[src/mem_pkg.sv]
package mem_pkg;

	//////////////////////////////////////////////////////////////////////
	// Widths and sizes
	//////////////////////////////////////////////////////////////////////

	localparam int WORD_W = 16;
	localparam int ADDR_W = 16;
	localparam int BYTE_W = 8;

	// Receive queue
	localparam int RXQ_DEPTH = 16;
	localparam int RXQ_AW = 4;

	// UART write wait limit, cycles per wait step
	localparam int TX_TIMEOUT = 64;
	localparam int TX_CNT_W = 6;

	// UART ports in the address map
	localparam logic [ADDR_W-1:0] UART_DATA_ADDR = 16'hBF00;
	localparam logic [ADDR_W-1:0] UART_STAT_ADDR = 16'hBF01;

	//////////////////////////////////////////////////////////////////////
	// Request and response types
	//////////////////////////////////////////////////////////////////////

	typedef enum logic {
		MEM_READ,
		MEM_WRITE
	} mem_op_t;

	typedef enum logic [1:0] {
		TGT_RAM,
		TGT_UART_DATA,
		TGT_UART_STAT
	} mem_target_t;

	typedef struct packed {
		mem_op_t op;
		logic [ADDR_W-1:0] addr;
		logic [WORD_W-1:0] wdata;
	} mem_req_t;

	typedef struct packed {
		mem_req_t req;
		mem_target_t target;
	} mem_dec_t;

	typedef struct packed {
		logic [WORD_W-1:0] rdata;
	} mem_rsp_t;

	// Sequencer states, one bus step each
	typedef enum logic [3:0] {
		IDLE,
		RAM_RD_EN,
		RAM_RD_OE,
		RAM_WR_EN,
		RAM_WR_WE,
		RX_RDN,
		RX_CAP,
		RX_PUSH,
		QUEUE_POP,
		TX_SETUP,
		TX_WRN,
		TX_HOLD,
		TX_TBRE,
		TX_TSRE
	} bus_state_t;

endpackage

[src/mem_req_decode.sv]
`timescale 1ns/1ns

module mem_req_decode (
	input logic clk,
	input logic rst,

	// CPU side
	input logic req_valid,
	input mem_pkg::mem_req_t req,

	// Toward the sequencer
	input logic dec_taken,
	output logic dec_valid,
	output mem_pkg::mem_dec_t dec
);

	import mem_pkg::*;

	mem_target_t req_target;

	//////////////////////////////////////////////////////////////////////
	// Address classification
	//////////////////////////////////////////////////////////////////////

	always_comb begin
		if (req.addr == UART_DATA_ADDR) begin
			req_target = TGT_UART_DATA;
		end else if (req.addr == UART_STAT_ADDR) begin
			req_target = TGT_UART_STAT;
		end else begin
			req_target = TGT_RAM;
		end
	end

	// Held until the sequencer takes it
	always_ff @(posedge clk or negedge rst) begin
		if (!rst) begin
			dec_valid <= 1'b0;
		end else if (req_valid) begin
			dec_valid <= 1'b1;
		end else if (dec_taken) begin
			dec_valid <= 1'b0;
		end
	end

	always_ff @(posedge clk) begin
		if (req_valid) begin
			dec.req <= req;
			dec.target <= req_target;
		end
	end

endmodule

[src/rx_queue.sv]
`timescale 1ns/1ns

module rx_queue (
	input logic clk,
	input logic rst,

	input logic push,
	input logic pop,
	input logic [mem_pkg::WORD_W-1:0] wdata,
	output logic [mem_pkg::WORD_W-1:0] rdata,
	output logic empty,
	output logic full
);

	import mem_pkg::*;

	logic [WORD_W-1:0] mem [RXQ_DEPTH];
	logic [RXQ_AW-1:0] front;
	logic [RXQ_AW-1:0] tail;
	logic [RXQ_AW:0] count;
	logic push_ok;
	logic pop_ok;

	assign empty = (count == '0);
	assign full = (count == (RXQ_AW + 1)'(RXQ_DEPTH));

	// Overflow and underflow are dropped here
	assign push_ok = push && !full;
	assign pop_ok = pop && !empty;

	assign rdata = mem[front];

	always_ff @(posedge clk) begin
		if (push_ok) begin
			mem[tail] <= wdata;
		end
	end

	always_ff @(posedge clk or negedge rst) begin
		if (!rst) begin
			front <= '0;
			tail <= '0;
			count <= '0;
		end else begin
			if (push_ok) begin
				tail <= tail + 1'b1;
			end
			if (pop_ok) begin
				front <= front + 1'b1;
			end
			case ({push_ok, pop_ok})
				2'b10: count <= count + 1'b1;
				2'b01: count <= count - 1'b1;
				default: count <= count;
			endcase
		end
	end

endmodule

[src/bus_sequencer.sv]
`timescale 1ns/1ns

module bus_sequencer (
	input logic clk,
	input logic rst,

	// Decoded request
	input logic dec_valid,
	input mem_pkg::mem_dec_t dec,
	output logic dec_taken,

	// Receive queue
	output logic rxq_push,
	output logic [mem_pkg::WORD_W-1:0] rxq_wdata,
	output logic rxq_pop,
	input logic [mem_pkg::WORD_W-1:0] rxq_rdata,
	input logic rxq_empty,
	input logic rxq_full,

	// Response to the CPU
	output logic rsp_valid,
	output mem_pkg::mem_rsp_t rsp,

	// SRAM
	output logic [mem_pkg::ADDR_W-1:0] ram_addr,
	output logic [mem_pkg::WORD_W-1:0] ram_dout,
	input logic [mem_pkg::WORD_W-1:0] ram_din,
	output logic ram_doe,
	output logic ram_en,
	output logic ram_oe,
	output logic ram_we,

	// UART chip
	output logic rdn,
	output logic wrn,
	input logic data_ready,
	input logic tbre,
	input logic tsre
);

	import mem_pkg::*;

	bus_state_t state;
	bus_state_t state_next;
	mem_dec_t cur;
	logic [BYTE_W-1:0] rx_byte;
	logic [TX_CNT_W-1:0] tx_cnt;
	logic tx_timeout;
	logic rx_start;
	logic rsp_fire;
	logic [WORD_W-1:0] rsp_data;
	logic [WORD_W-1:0] stat_word;

	// Chip keeps its byte while the queue is full
	assign rx_start = data_ready && !rxq_full;
	assign tx_timeout = (tx_cnt == TX_CNT_W'(TX_TIMEOUT - 1));
	assign stat_word = {{(WORD_W - 2){1'b0}}, rxq_full, !rxq_empty};

	//////////////////////////////////////////////////////////////////////
	// Next state and response
	//////////////////////////////////////////////////////////////////////

	always_comb begin
		state_next = state;
		dec_taken = 1'b0;
		rsp_fire = 1'b0;
		rsp_data = '0;
		case (state)
			IDLE: begin
				if (rx_start) begin
					state_next = RX_RDN;
				end else if (dec_valid) begin
					dec_taken = 1'b1;
					case (dec.target)
						TGT_UART_STAT: begin
							rsp_fire = 1'b1;
							rsp_data = stat_word;
						end
						TGT_UART_DATA: begin
							state_next = (dec.req.op == MEM_WRITE) ? TX_SETUP : QUEUE_POP;
						end
						default: begin
							state_next = (dec.req.op == MEM_WRITE) ? RAM_WR_EN : RAM_RD_EN;
						end
					endcase
				end
			end
			RAM_RD_EN: state_next = RAM_RD_OE;
			RAM_RD_OE: begin
				rsp_fire = 1'b1;
				rsp_data = ram_din;
				state_next = IDLE;
			end
			RAM_WR_EN: state_next = RAM_WR_WE;
			RAM_WR_WE: begin
				rsp_fire = 1'b1;
				state_next = IDLE;
			end
			RX_RDN: state_next = RX_CAP;
			RX_CAP: state_next = RX_PUSH;
			RX_PUSH: state_next = IDLE;
			QUEUE_POP: begin
				rsp_fire = 1'b1;
				rsp_data = rxq_empty ? '0 : rxq_rdata;
				state_next = IDLE;
			end
			TX_SETUP: state_next = TX_WRN;
			TX_WRN: state_next = TX_HOLD;
			TX_HOLD: state_next = TX_TBRE;
			TX_TBRE: begin
				if (tbre) begin
					state_next = TX_TSRE;
				end else if (tx_timeout) begin
					state_next = TX_SETUP;
				end
			end
			TX_TSRE: begin
				if (tsre) begin
					rsp_fire = 1'b1;
					state_next = IDLE;
				end else if (tx_timeout) begin
					state_next = TX_SETUP;
				end
			end
			default: state_next = IDLE;
		endcase
	end

	always_ff @(posedge clk or negedge rst) begin
		if (!rst) begin
			state <= IDLE;
			rsp_valid <= 1'b0;
			tx_cnt <= '0;
		end else begin
			state <= state_next;
			rsp_valid <= rsp_fire;
			// Restarts at each wait step
			if ((state == TX_TBRE || state == TX_TSRE) && state_next == state) begin
				tx_cnt <= tx_cnt + 1'b1;
			end else begin
				tx_cnt <= '0;
			end
		end
	end

	always_ff @(posedge clk) begin
		if (dec_taken) begin
			cur <= dec;
		end
		if (rsp_fire) begin
			rsp.rdata <= rsp_data;
		end
		if (state == RX_CAP) begin
			rx_byte <= ram_din[BYTE_W-1:0];
		end
	end

	//////////////////////////////////////////////////////////////////////
	// Bus control lines
	//////////////////////////////////////////////////////////////////////

	assign ram_en = !(state inside {RAM_RD_EN, RAM_RD_OE, RAM_WR_EN, RAM_WR_WE});
	assign ram_oe = (state != RAM_RD_OE);
	assign ram_we = (state != RAM_WR_WE);
	assign ram_doe = state inside {RAM_WR_EN, RAM_WR_WE, TX_SETUP, TX_WRN, TX_HOLD};
	assign rdn = !(state inside {RX_RDN, RX_CAP});
	assign wrn = (state != TX_WRN);

	assign ram_addr = cur.req.addr;
	// UART byte on the low lane
	assign ram_dout = (cur.target == TGT_RAM) ? cur.req.wdata :
		{{(WORD_W - BYTE_W){1'b0}}, cur.req.wdata[BYTE_W-1:0]};

	assign rxq_push = (state == RX_PUSH);
	assign rxq_pop = (state == QUEUE_POP);
	assign rxq_wdata = {{(WORD_W - BYTE_W){1'b0}}, rx_byte};

endmodule

[src/mem_uart_top.sv]
`timescale 1ns/1ns

module mem_uart_top (
	input logic clk,
	input logic rst,

	// CPU memory stage
	input logic req_valid,
	input mem_pkg::mem_req_t req,
	output logic rsp_valid,
	output mem_pkg::mem_rsp_t rsp,

	// SRAM pins, data pad split
	output logic [mem_pkg::ADDR_W-1:0] ram_addr,
	output logic [mem_pkg::WORD_W-1:0] ram_dout,
	input logic [mem_pkg::WORD_W-1:0] ram_din,
	output logic ram_doe,
	output logic ram_en,
	output logic ram_oe,
	output logic ram_we,

	// UART chip pins
	output logic rdn,
	output logic wrn,
	input logic data_ready,
	input logic tbre,
	input logic tsre
);

	import mem_pkg::*;

	logic dec_valid;
	logic dec_taken;
	mem_dec_t dec;
	logic rxq_push;
	logic rxq_pop;
	logic [WORD_W-1:0] rxq_wdata;
	logic [WORD_W-1:0] rxq_rdata;
	logic rxq_empty;
	logic rxq_full;

	mem_req_decode u_decode (.*);

	bus_sequencer u_seq (.*);

	rx_queue u_rxq (
		.clk(clk),
		.rst(rst),
		.push(rxq_push),
		.pop(rxq_pop),
		.wdata(rxq_wdata),
		.rdata(rxq_rdata),
		.empty(rxq_empty),
		.full(rxq_full)
	);

endmodule

[config.mk]
export PLATFORM = sky130hd
export DESIGN_NAME = mem_uart_top
export DESIGN_NICKNAME = d
export VERILOG_FILES = /design/src/mem_pkg.sv /design/src/mem_req_decode.sv /design/src/rx_queue.sv /design/src/bus_sequencer.sv /design/src/mem_uart_top.sv
export SDC_FILE = /design/constraint.sdc
export NUM_CORES = 1
export LEC_CHECK = 0
export ABC_CLOCK_PERIOD_IN_PS = 6100
export BUFFER_PORTS_ARGS = -buffer_cell sky130_fd_sc_hd__buf_2
export CORE_ASPECT_RATIO = 0.6
export CORE_MARGIN = 10
export CORE_UTILIZATION = 49
export CTS_CLUSTER_SIZE = 28
export DETAILED_ROUTE_END_ITERATION = 6
export HOLD_SLACK_MARGIN = 0.05
export PLACE_DENSITY = 0.69
export RECOVER_POWER = 50
export SLEW_MARGIN = 20
export SYNTH_ARGS = -nofsm -noshare
export SYNTH_HDL_FRONTEND = slang
export SYNTH_SLANG_ARGS = --single-unit
[constraint.sdc]
create_clock -name clk -period 6.1 [get_ports clk]
set_input_delay 1.22 -clock clk [delete_from_list [all_inputs] [get_ports clk]]
set_output_delay 1.22 -clock clk [all_outputs]
set_load 0.03 [all_outputs]
==> metrics.txt, run 1 <==
hold_buf cts 0; Crit. End Element output port; distinct cell type count after synthesis 44; post-route setup TNS 0 ns; hpwl dp 13400 um; leak pwr 3.94 nW; clock latency on the worst-skew pair 0.52 ns; sequential area share after synthesis 75.2%; nets 702; area of the mapped netlist 9660 um^2; DR vias/cell 5.33; post-CTS setup buffer count 0; Final Wtd Congestion 0.894; Least-Margin Pin Slew 1.88 ns; Area growth, synth to finish 14.2%; Final Max Tran Viols 63; # clock sinks 246; layout cells sized above 1 27.0%; post-route cell area 11000 um^2; status finished with violations; CP Cell Sequence nor2b_1 > o21ai_0 > buf_2; post-synthesis xor/xnor area fraction 1.36%; Root Driver clkbuf_16; post-synthesis mux area share 9.23%; pre-CTS WS 2.87 ns; CP required 4.88 ns; min-delay worst type reg2reg; first-pass GRT wire length 30600 um; unrepaired setup endpoints after global routing no; Post-synth EDFFs 221; Post-CTS Resized 0; #FFs+latches synth 246; worst reg2reg startpoint u_seq.state[2]; final WL 19600 um; Final Hold Violating Endpoints 0; synthesized area per cell 17.9 um^2; number of diodes 0; largest net degree at the start of global routing 37; Syn Nets 608; # Max-Cap Violations 2; critical path arrival 2.11 ns; terminus of the critical flop-to-flop path u_rxq.count[4]; CTS tree built; chip height 129 um; die width 201 um; Total GRT Usage 15.2%; # IOs 110; total number of vias 4889; Reg clk slew, reported paths 0.06 ns; kind of start point of the critical path register; clock tree buffer depth 3; FFs w/ async S/R, synth 10.2%; Post-DP Area 10300 um^2; CP max stage cell nor2b_1; most used flip-flop cell after synthesis edfxtp_1; FMAX 300 MHz; TritonRoute pass-1 iters 5; CORE AREA 19200 um^2; Synth Instances 540; final setup vio count 0; worst hold path stage count 0; Hold EP u_seq.cur[8]; setup ws final 2.77 ns; total congestion overflow 0; Routed Antenna Nets 0; row count 39; Initial Util 50.4%; vias in the first global route 5107; worst hold path startpoint u_decode.dec[8]; worst vdd ir 0.000209 V; Synth Area in Compound Gates 3.17%; fin crit share 54.6%; clock skew 0.0149 ns; Final Power 4.38 mW; H-tree Lvls 1; simple-gate share of the synthesized area 5.87%; DR WL/cell 21.4 um; port buffer count 109; initial antenna violation count 0; main combinational cell family by area after synthesis multiplexers; Max-Slew Margin vs Limit -25.3%; Die ar. 25900 um^2; CTS Buf Count 23; commonest non-fill, non-tap cell in the layout edfxtp_1; post-synthesis adder-cell area fraction 1.76%; DRT iter0 DRCs 340; failing checks max-capacitance violations, max-slew violations; Yosys warning count 0; CP max stage delay 0.61 ns; post-layout min period 3.33 ns; critical path type reg2out; most frequent cells in the layout edfxtp_1, buf_2, mux4_2, nor2_1; flop2flop setup slack 2.83 ns; DR DRC count 0; CP Max Fanout 16; Power Density 397 nW/um^2; Reg2Reg Depth 10
layout make-up:
cell class / instances / area, um^2
sequential: 246 / 7260
inverter: 14 / 52.6
multi-input combinational: 235 / 2080
fill: 1432 / 8150
timing repair buffer: 114 / 567
tap: 266 / 333
clock buffer: 31 / 636
clock inverter: 11 / 100
layer usage:
metal  part of all wire, %  global-route usage (%)
met5                     0                       0
met4                   1.4                    2.90
met3                    11                    6.09
met1                    47                    22.5
met2                    41                    20.7
per-stage QoR:
stage	utilization (%)	hold slack, ns	instances
2_1_floorplan	-	0.400	540
4_1_cts	57.6	0.419	917
5_1_grt	57.5	0.426	917
6_report	57.5	0.419	917
3_3_place_gp	53.7	0.400	875
3_5_place_dp	53.8	0.405	875
cell families after synthesis:
kind of cell / after synthesis
xor gates and xnor gates: 15
AOI/OAI and AO/OA: 48
muxes: 49
DFF: 246
adders and majority gates: 13
and+or+nand+nor: 110
buffers and inverters: 59
sequential cells by signal (all words and copies together) (netlist names):
| register | cells |
|---|---|
| u_seq.state | 4 |
| u_rxq.tail | 4 |
| u_seq.ram_addr | 16 |
| u_seq.cur | 18 |
| u_rxq.mem | 128 |
| u_seq.rsp | 16 |
| u_rxq.front | 4 |
| u_seq.rx_byte | 8 |
| u_seq.tx_cnt | 6 |
| u_decode.dec_valid | 1 |
| u_decode.dec | 35 |
| u_rxq.count | 5 |
| u_seq.rsp_valid | 1 |
worst max-delay path: cells and delay by family, from the launching register on:
family / cells / cell delay, ns
buf+inv: 1 / 0.21
flops: 1 / 0.59
simple gates: 1 / 0.61
compound gates: 1 / 0.18
synth_stat cells (2+ instances only):
cell type  instances  share of area [%]
edfxtp_1         221                 69
mux4_2            32                7.5
nor2_1            29                1.1
dfrtp_1           25                6.5
buf_4             24                1.9
nand2_1           22               0.85
mux2i_1           16                1.7
inv_1             14               0.54
o21ai_0           13               0.67
and3_1            12               0.78
ha_1              12                1.6
and2_1            11               0.71
clkbuf_1          11               0.43
xnor2_1           11                1.0
a21o_1             9               0.70
o22ai_1            9               0.58
nor2b_1            8               0.52
a21oi_1            7               0.36
buf_2              6               0.31
nor3_1             6               0.31
nand3_1            5               0.26
nand2b_1           4               0.26
nor4_1             4               0.26
xor2_1             4               0.36
nand4_1            3               0.19
buf_1              2              0.078
buf_6              2               0.23
o22a_1             2               0.18
power by group:
part	internal (mW)	switching (mW)
Clock	0.782	0.601
Sequential	2.07	0.152
Combinational	0.240	0.536
worst max-delay path by stage:
stage	from	endpoint	slack [ns]	depth (start not counted)
global route	u_seq.state[1]	rdn	2.58	3
global placement	u_rxq.count[1]	u_rxq.count[4]	2.95	12
finish	u_seq.state[1]	rdn	2.77	3
detailed placement	u_seq.state[2]	u_rxq.count[4]	2.87	10
floorplan	tsre	u_seq.rsp[0]	3.03	3
CTS	u_seq.state[1]	rdn	2.75	3
No activity file was read; power rests on OpenSTA's default activity.
==> inputs of run 2 (changes only) <==
--- a/config.mk
+++ b/config.mk
@@ -5,7 +5,7 @@
 export SDC_FILE = /design/constraint.sdc
 export NUM_CORES = 1
 export LEC_CHECK = 0
-export ABC_CLOCK_PERIOD_IN_PS = 6100
+export ABC_CLOCK_PERIOD_IN_PS = 3000
 export BUFFER_PORTS_ARGS = -buffer_cell sky130_fd_sc_hd__buf_2
 export CORE_ASPECT_RATIO = 0.6
 export CORE_MARGIN = 10
@@ -13,7 +13,7 @@
 export CTS_CLUSTER_SIZE = 28
 export DETAILED_ROUTE_END_ITERATION = 6
 export HOLD_SLACK_MARGIN = 0.05
-export PLACE_DENSITY = 0.69
+export PLACE_DENSITY = 0.71
 export RECOVER_POWER = 50
 export SLEW_MARGIN = 20
 export SYNTH_ARGS = -nofsm -noshare
==> constraint.sdc (replaced) <==
create_clock -name clk -period 3 [get_ports clk]
set_input_delay 0.6 -clock clk [delete_from_list [all_inputs] [get_ports clk]]
set_output_delay 0.6 -clock clk [all_outputs]
set_load 0.03 [all_outputs]
==> run 2 against run 1 <==
Net effect: the flow still finishes with violations (max-capacitance violations, max-slew violations); die area did not move; critical path depth rose by 6; clock power grew 99%; flip-flop and latch count unchanged; sequential power increased by 100%; register-to-register slack got worse by 2.7 ns; clock skew increased by 0.0043 ns.
==> metrics.txt, run 2 (synthesis results as in run 1) <==
die width 201 um (unchanged); most frequent cells in the layout edfxtp_1, buf_2, buf_4, mux4_2, nor2_1; status finished with violations; Crit. End Element register; cell family with most CP delay simple AND/OR/NAND/NOR gates; Reg clk slew, reported paths 0.07 ns (about the same); CP max stage cell or4_4; CTS tree built; DR vias/cell 5.41 (+1.4%); CORE AREA 19200 um^2 (unchanged); CTS Buf Count 21 (-8.7%); layout cells sized above 1 28.6% (+1.5 points); number of diodes 0 (unchanged); failing checks max-capacitance violations, max-slew violations; min-delay worst type in2reg; Final Hold Violating Endpoints 0 (unchanged); Final Wtd Congestion 0.888 (-0.64%); Least-Margin Pin Slew 1.90 ns (+0.0161 ns); largest registers u_rxq.mem: 128 flops, u_decode.dec: 35 flops, u_seq.cur: 18 flops; kind of start point of the critical path register; # Max-Cap Violations 2 (unchanged); hpwl dp 13400 um (about the same); Routed Antenna Nets 0 (unchanged); # IOs 110 (unchanged); initial antenna violation count 0 (unchanged); DR WL/cell 20.2 um (-5.3%); first-pass GRT wire length 30100 um (-1.6%); Final Max Tran Viols 63 (unchanged); critical path type reg2reg; Final Power 8.95 mW (+100%); total congestion overflow 0 (unchanged); port buffer count 109 (unchanged); Root Driver clkbuf_16; CP Max Fanout 5 (-11); Total GRT Usage 14.7% (-0.44 points); largest net degree at the start of global routing 37 (unchanged); chip height 129 um (unchanged); row count 39 (unchanged); post-layout min period 2.91 ns; clock skew 0.0193 ns (+0.00431 ns); Power Density 800 nW/um^2 (+100%); FMAX 343 MHz; H-tree Lvls 1 (unchanged); nets 728 (+3.7%); clock tree buffer depth 3 (unchanged); DRT iter0 DRCs 351 (+3.2%); DR DRC count 0 (unchanged); # clock sinks 246 (unchanged); total number of vias 5072 (+3.7%); vias in the first global route 5291 (+3.6%); Initial Util 50.4% (unchanged); commonest non-fill, non-tap cell in the layout edfxtp_1; Area growth, synth to finish 15.8%; CP Cell Sequence or4_4 > o211a_1 > ha_2 > ha_1 > nor2b_1 > o21ai_1 > a21oi_1 > or3b_2 > xnor2_1; WP buf/inv 0 (-1); hold slack final 0.290 ns (-0.129 ns); critical path arrival 3.29 ns (+1.18 ns); Largest register FFs 128 (unchanged); CP required 3.37 ns (-1.51 ns); Max-Slew Margin vs Limit -26.4% (-1.1 points); worst vdd ir 0.000375 V (+79%); Top reg by flops u_rxq.mem; final WL 19000 um (-3.1%); leak pwr 4.02 nW (+2.2%); Die ar. 25900 um^2 (unchanged); fin crit share 97.1%; CP max stage delay 0.55 ns (-0.06 ns); final setup vio count 0 (unchanged); post-route cell area 11200 um^2 (+1.4%); Post-DP Area 10500 um^2 (+1.9%); TritonRoute pass-1 iters 5 (unchanged); clock latency on the worst-skew pair 0.50 ns (-0.02 ns)
-- run 2: cell count changes in the layout (fill, tap and decap cells not counted), moves of 2 or more --
cell       previous run  this run
buf_2                96        87
buf_4                 5        33
bufinv_16             1         4
clkbuf_1             18        24
clkbuf_16            23        21
clkbuf_8              3         0
nor3_1                3         6
nor3_2                3         0
-- run 2: final cells by class --
| type | instances | area (um^2) |
|---|---|---|
| clock buffers | 23 | 533 |
| clock inverters | 12 | 160 |
| fillers | 1474 | 7990 |
| inverters | 14 | 52.6 |
| multi-input cells | 235 | 2080 |
| flip-flops and latches | 246 | 7270 |
| well taps | 266 | 333 |
| repair buffers | 142 | 766 |
-- run 2: layer usage --
layer | up-vias | GRT usage [%] | share of wire, %
met1 | 2539 | 20.9 | 47
met4 | 0 | 3.08 | 1.1
met2 | 220 | 21.2 | 41
li1 | 2293 | - | -
met3 | 20 | 5.89 | 11
met5 | - | 0 | 0
-- run 2: worst paths after layout --
check	startpoint	endpoint	slack, ns	cells after the start
setup / recovery	u_rxq.count[1]	u_rxq.count[4]	0.09	9
hold / removal	req[0]	u_decode.dec[2]	0.29	1
setup reg to reg	u_rxq.count[1]	u_rxq.count[4]	0.09	9
hold reg to reg	u_decode.dec[14]	u_seq.cur[14]	0.42	0
max in group asynchronous	rst	u_rxq.front[2]	1.51	1
min in group asynchronous	rst	u_seq.state[3]	0.48	1
-- run 2: report_power, final --
group          total, mW  switching (mW)  internal [mW]  leakage, nW
registers           4.45           0.229           4.22         2.36
clock network       2.75            1.13           1.62        0.332
logic               1.75            1.19          0.563         1.33
-- run 2: what timing repair did --
| action | 4_1_cts | 5_1_grt |
|---|---|---|
| hold buffers | 0 | 0 |
| resized for setup | 0 | 6 |
| setup buffers | 0 | 0 |
| endpoints found under the setup margin | 0 | 1 |
-- run 2: metrics by stage --
step	util (%)	instances	setup TNS, ns	worst slack [ns]
after floorplan	-	540	0	0.0562
after global placement	54.8	903	0	0.0987
after detailed placement	54.8	903	0	0.0523
after CTS	58.4	938	0	0.0309
after global routing	58.3	938	-0.0133	-0.0133
final	58.3	938	0	0.0862
==> inputs of run 3 (changes only) <==
--- a/config.mk
+++ b/config.mk
@@ -9,11 +9,11 @@
 export BUFFER_PORTS_ARGS = -buffer_cell sky130_fd_sc_hd__buf_2
 export CORE_ASPECT_RATIO = 0.6
 export CORE_MARGIN = 10
-export CORE_UTILIZATION = 49
+export CORE_UTILIZATION = 45
 export CTS_CLUSTER_SIZE = 28
 export DETAILED_ROUTE_END_ITERATION = 6
 export HOLD_SLACK_MARGIN = 0.05
-export PLACE_DENSITY = 0.71
+export PLACE_DENSITY = 0.66
 export RECOVER_POWER = 50
 export SLEW_MARGIN = 20
 export SYNTH_ARGS = -nofsm -noshare
==> run 3 against run 2 <==
Net effect: the flow still finishes with violations (max-capacitance violations, max-slew violations); sequential power is essentially flat; routed wire length grew 5.7%; critical path depth is the same; global-route usage shrank 0.59 points; non-clock buffer count shrank 1; count of clock-buffer cells in the layout grew 13; register-to-register slack is essentially flat; first-iteration DRC count grew 21%.
==> metrics.txt, run 3 (synthesis results as in run 1) <==
Multi-input gate area 2080 um^2 (+0.30%); Initial Util 45.8% (-4.6 points); clock skew 0.0185 ns (-0.000722 ns); vias in the first global route 5227 (-1.2%); first-pass GRT wire length 30900 um (+2.5%); Die ar. 27900 um^2 (+7.7%); die width 209 um (+3.9%); terminus of the critical flop-to-flop path u_rxq.count[4]; Final Hold Violating Endpoints 0 (unchanged); Final Max Tran Viols 37 (-41%); Least-Margin Pin Slew 2.00 ns (+0.105 ns); CP max stage delay 0.55 ns (about the same); total congestion overflow 0 (unchanged); DR DRC count 0 (unchanged); Total GRT Usage 14.2% (-0.59 points); layout cells sized above 1 29.2% (+0.68 points); leak pwr 4.04 nW (+0.40%); post-route cell area 11200 um^2 (+0.40%); clock latency on the worst-skew pair 0.50 ns (about the same); Routed Antenna Nets 0 (unchanged); total number of vias 5020 (-1.0%); fin crit share 96.7% (-0.43 points); worst reg2reg startpoint u_rxq.count[1]; Reg clk slew, reported paths 0.06 ns (about the same); post-layout min period 2.90 ns (-0.0128 ns); number of diodes 0 (unchanged); flop2flop setup slack 0.1 ns (about the same); pre-CTS WS -0.0524 ns (-0.105 ns); Power Density 795 nW/um^2 (-0.61%); hold_buf cts 0 (unchanged); CTS Buf Count 23 (+9.5%); Area growth, synth to finish 16.3%; CTS tree built; H-tree Lvls 1 (unchanged); cell family with most CP delay simple AND/OR/NAND/NOR gates; TritonRoute pass-1 iters 5 (unchanged); Crit. End Element register; Largest register FFs 128 (unchanged); CP required 3.39 ns (+0.02 ns); row count 41 (+5.1%); # IOs 110 (unchanged); port buffer count 109 (unchanged); Top reg by flops u_rxq.mem; critical path type reg2reg; WP buf/inv 0 (unchanged); Root Driver clkbuf_16; min-delay worst type in2reg; # clock sinks 246 (unchanged); Post-DP Area 10500 um^2 (+0.20%); setup ws final 0.0990 ns (+0.0128 ns); Worst Setup SP u_rxq.count[1]; CP Max Fanout 5 (unchanged); storage element area 7260 um^2 (about the same); commonest non-fill, non-tap cell in the layout edfxtp_1; # Max-Cap Violations 1 (-1); Max-Slew Margin vs Limit -33.3% (-7.0 points); Reg2Reg Depth 9 (unchanged); hpwl dp 14200 um (+5.6%); kind of start point of the critical path register; largest registers u_rxq.mem: 128 flops, u_decode.dec: 35 flops, u_seq.cur: 18 flops; Worst Setup EP u_rxq.count[4]; filler instances 1698 (+15%); DRT iter0 DRCs 424 (+21%); chip height 134 um (+3.7%); initial antenna violation count 0 (unchanged); final WL 20100 um (+5.7%); number of cells on the critical path 9 (unchanged); FMAX 345 MHz (+0.44%); CP Cell Sequence or4_4 > o211a_1 > ha_2 > ha_1 > nor2b_2 > o21ai_2 > a21oi_1 > or3b_2 > xnor2_1; DR vias/cell 5.25 (-2.9%); status finished with violations; largest net degree at the start of global routing 37 (unchanged); nets 729 (+0.14%); most frequent cells in the layout edfxtp_1, buf_2, mux4_2, buf_4, nor2_1; critical path arrival 3.29 ns (about the same); final setup vio count 0 (unchanged); failing checks max-capacitance violations, max-slew violations; final core utilization 53.3% (-5.1 points); CP max stage cell or4_4; CORE AREA 21100 um^2 (+9.9%); Final Wtd Congestion 0.830 (-6.5%); worst vdd ir 0.000495 V (+32%); DR WL/cell 21.0 um (+3.8%); clock tree buffer depth 3 (unchanged); unrepaired setup endpoints after global routing no
==> run 3: changes by cell type in the layout (fill, tap and decap cells not counted), sizes merged <==
cell,change
buf,+3
bufinv,-3
clkbuf,+9
clkinv,-4
==> run 3: per-stage QoR <==
step | instances | hold WS [ns] | power [mW] | TNS [ns]
after global routing | 956 | 0.255 | 9.33 | 0
after CTS | 956 | 0.114 | 9.02 | 0
after global placement | 915 | 0.400 | 6.19 | 0
final | 956 | 0.270 | 8.93 | 0
after detailed placement | 915 | 0.405 | 6.26 | -0.0524
after floorplan | 540 | 0.304 | 5.68 | 0
==> run 3: how the worst min path moves through the flow <==
| stage | end | cells after the start | from | slack [ns] |
|---|---|---|---|---|
| 3_3_place_gp | u_seq.cur[4] | 0 | u_decode.dec[4] | 0.40 |
| 5_1_grt | u_decode.dec[5] | 1 | req[3] | 0.26 |
| 3_5_place_dp | u_seq.cur[5] | 0 | u_decode.dec[5] | 0.41 |
| 6_report | u_decode.dec[3] | 1 | req[1] | 0.27 |
| 4_1_cts | u_rxq.tail[0] | 1 | rst | 0.11 |
| 2_1_floorplan | u_decode.dec_valid | 0 | rst | 0.30 |
==> run 3: layout make-up <==
cell class,count,share of cell area (%)
clock inverters,5,0.490
inverters,14,0.468
well taps,279,3.11
flip-flops and latches,246,64.7
clock buffers,36,5.83
repair buffers,141,6.88
multi-input cells,235,18.6
==> run 3: routing by layer <==
layer	global-route usage (%)	up-vias	part of all wire [%]
met4	2.79	0	1.2
met5	0	-	0
li1	-	2297	-
met2	21.7	149	45
met3	3.03	21	5.8
met1	20.4	2553	48
==> run 3: repair_timing <==
item | CTS | global route
endpoints found under the hold margin | 0 | 0
buffers inserted | 0 | 0
endpoints found under the setup margin | 1 | 1
gates resized for setup | 1 | 6
==> run 3: where the power goes <==
group,switching (mW),internal (mW),leakage [nW]
registers,0.232,4.22,2.36
logic,1.17,0.560,1.34
clock network,1.16,1.58,0.339
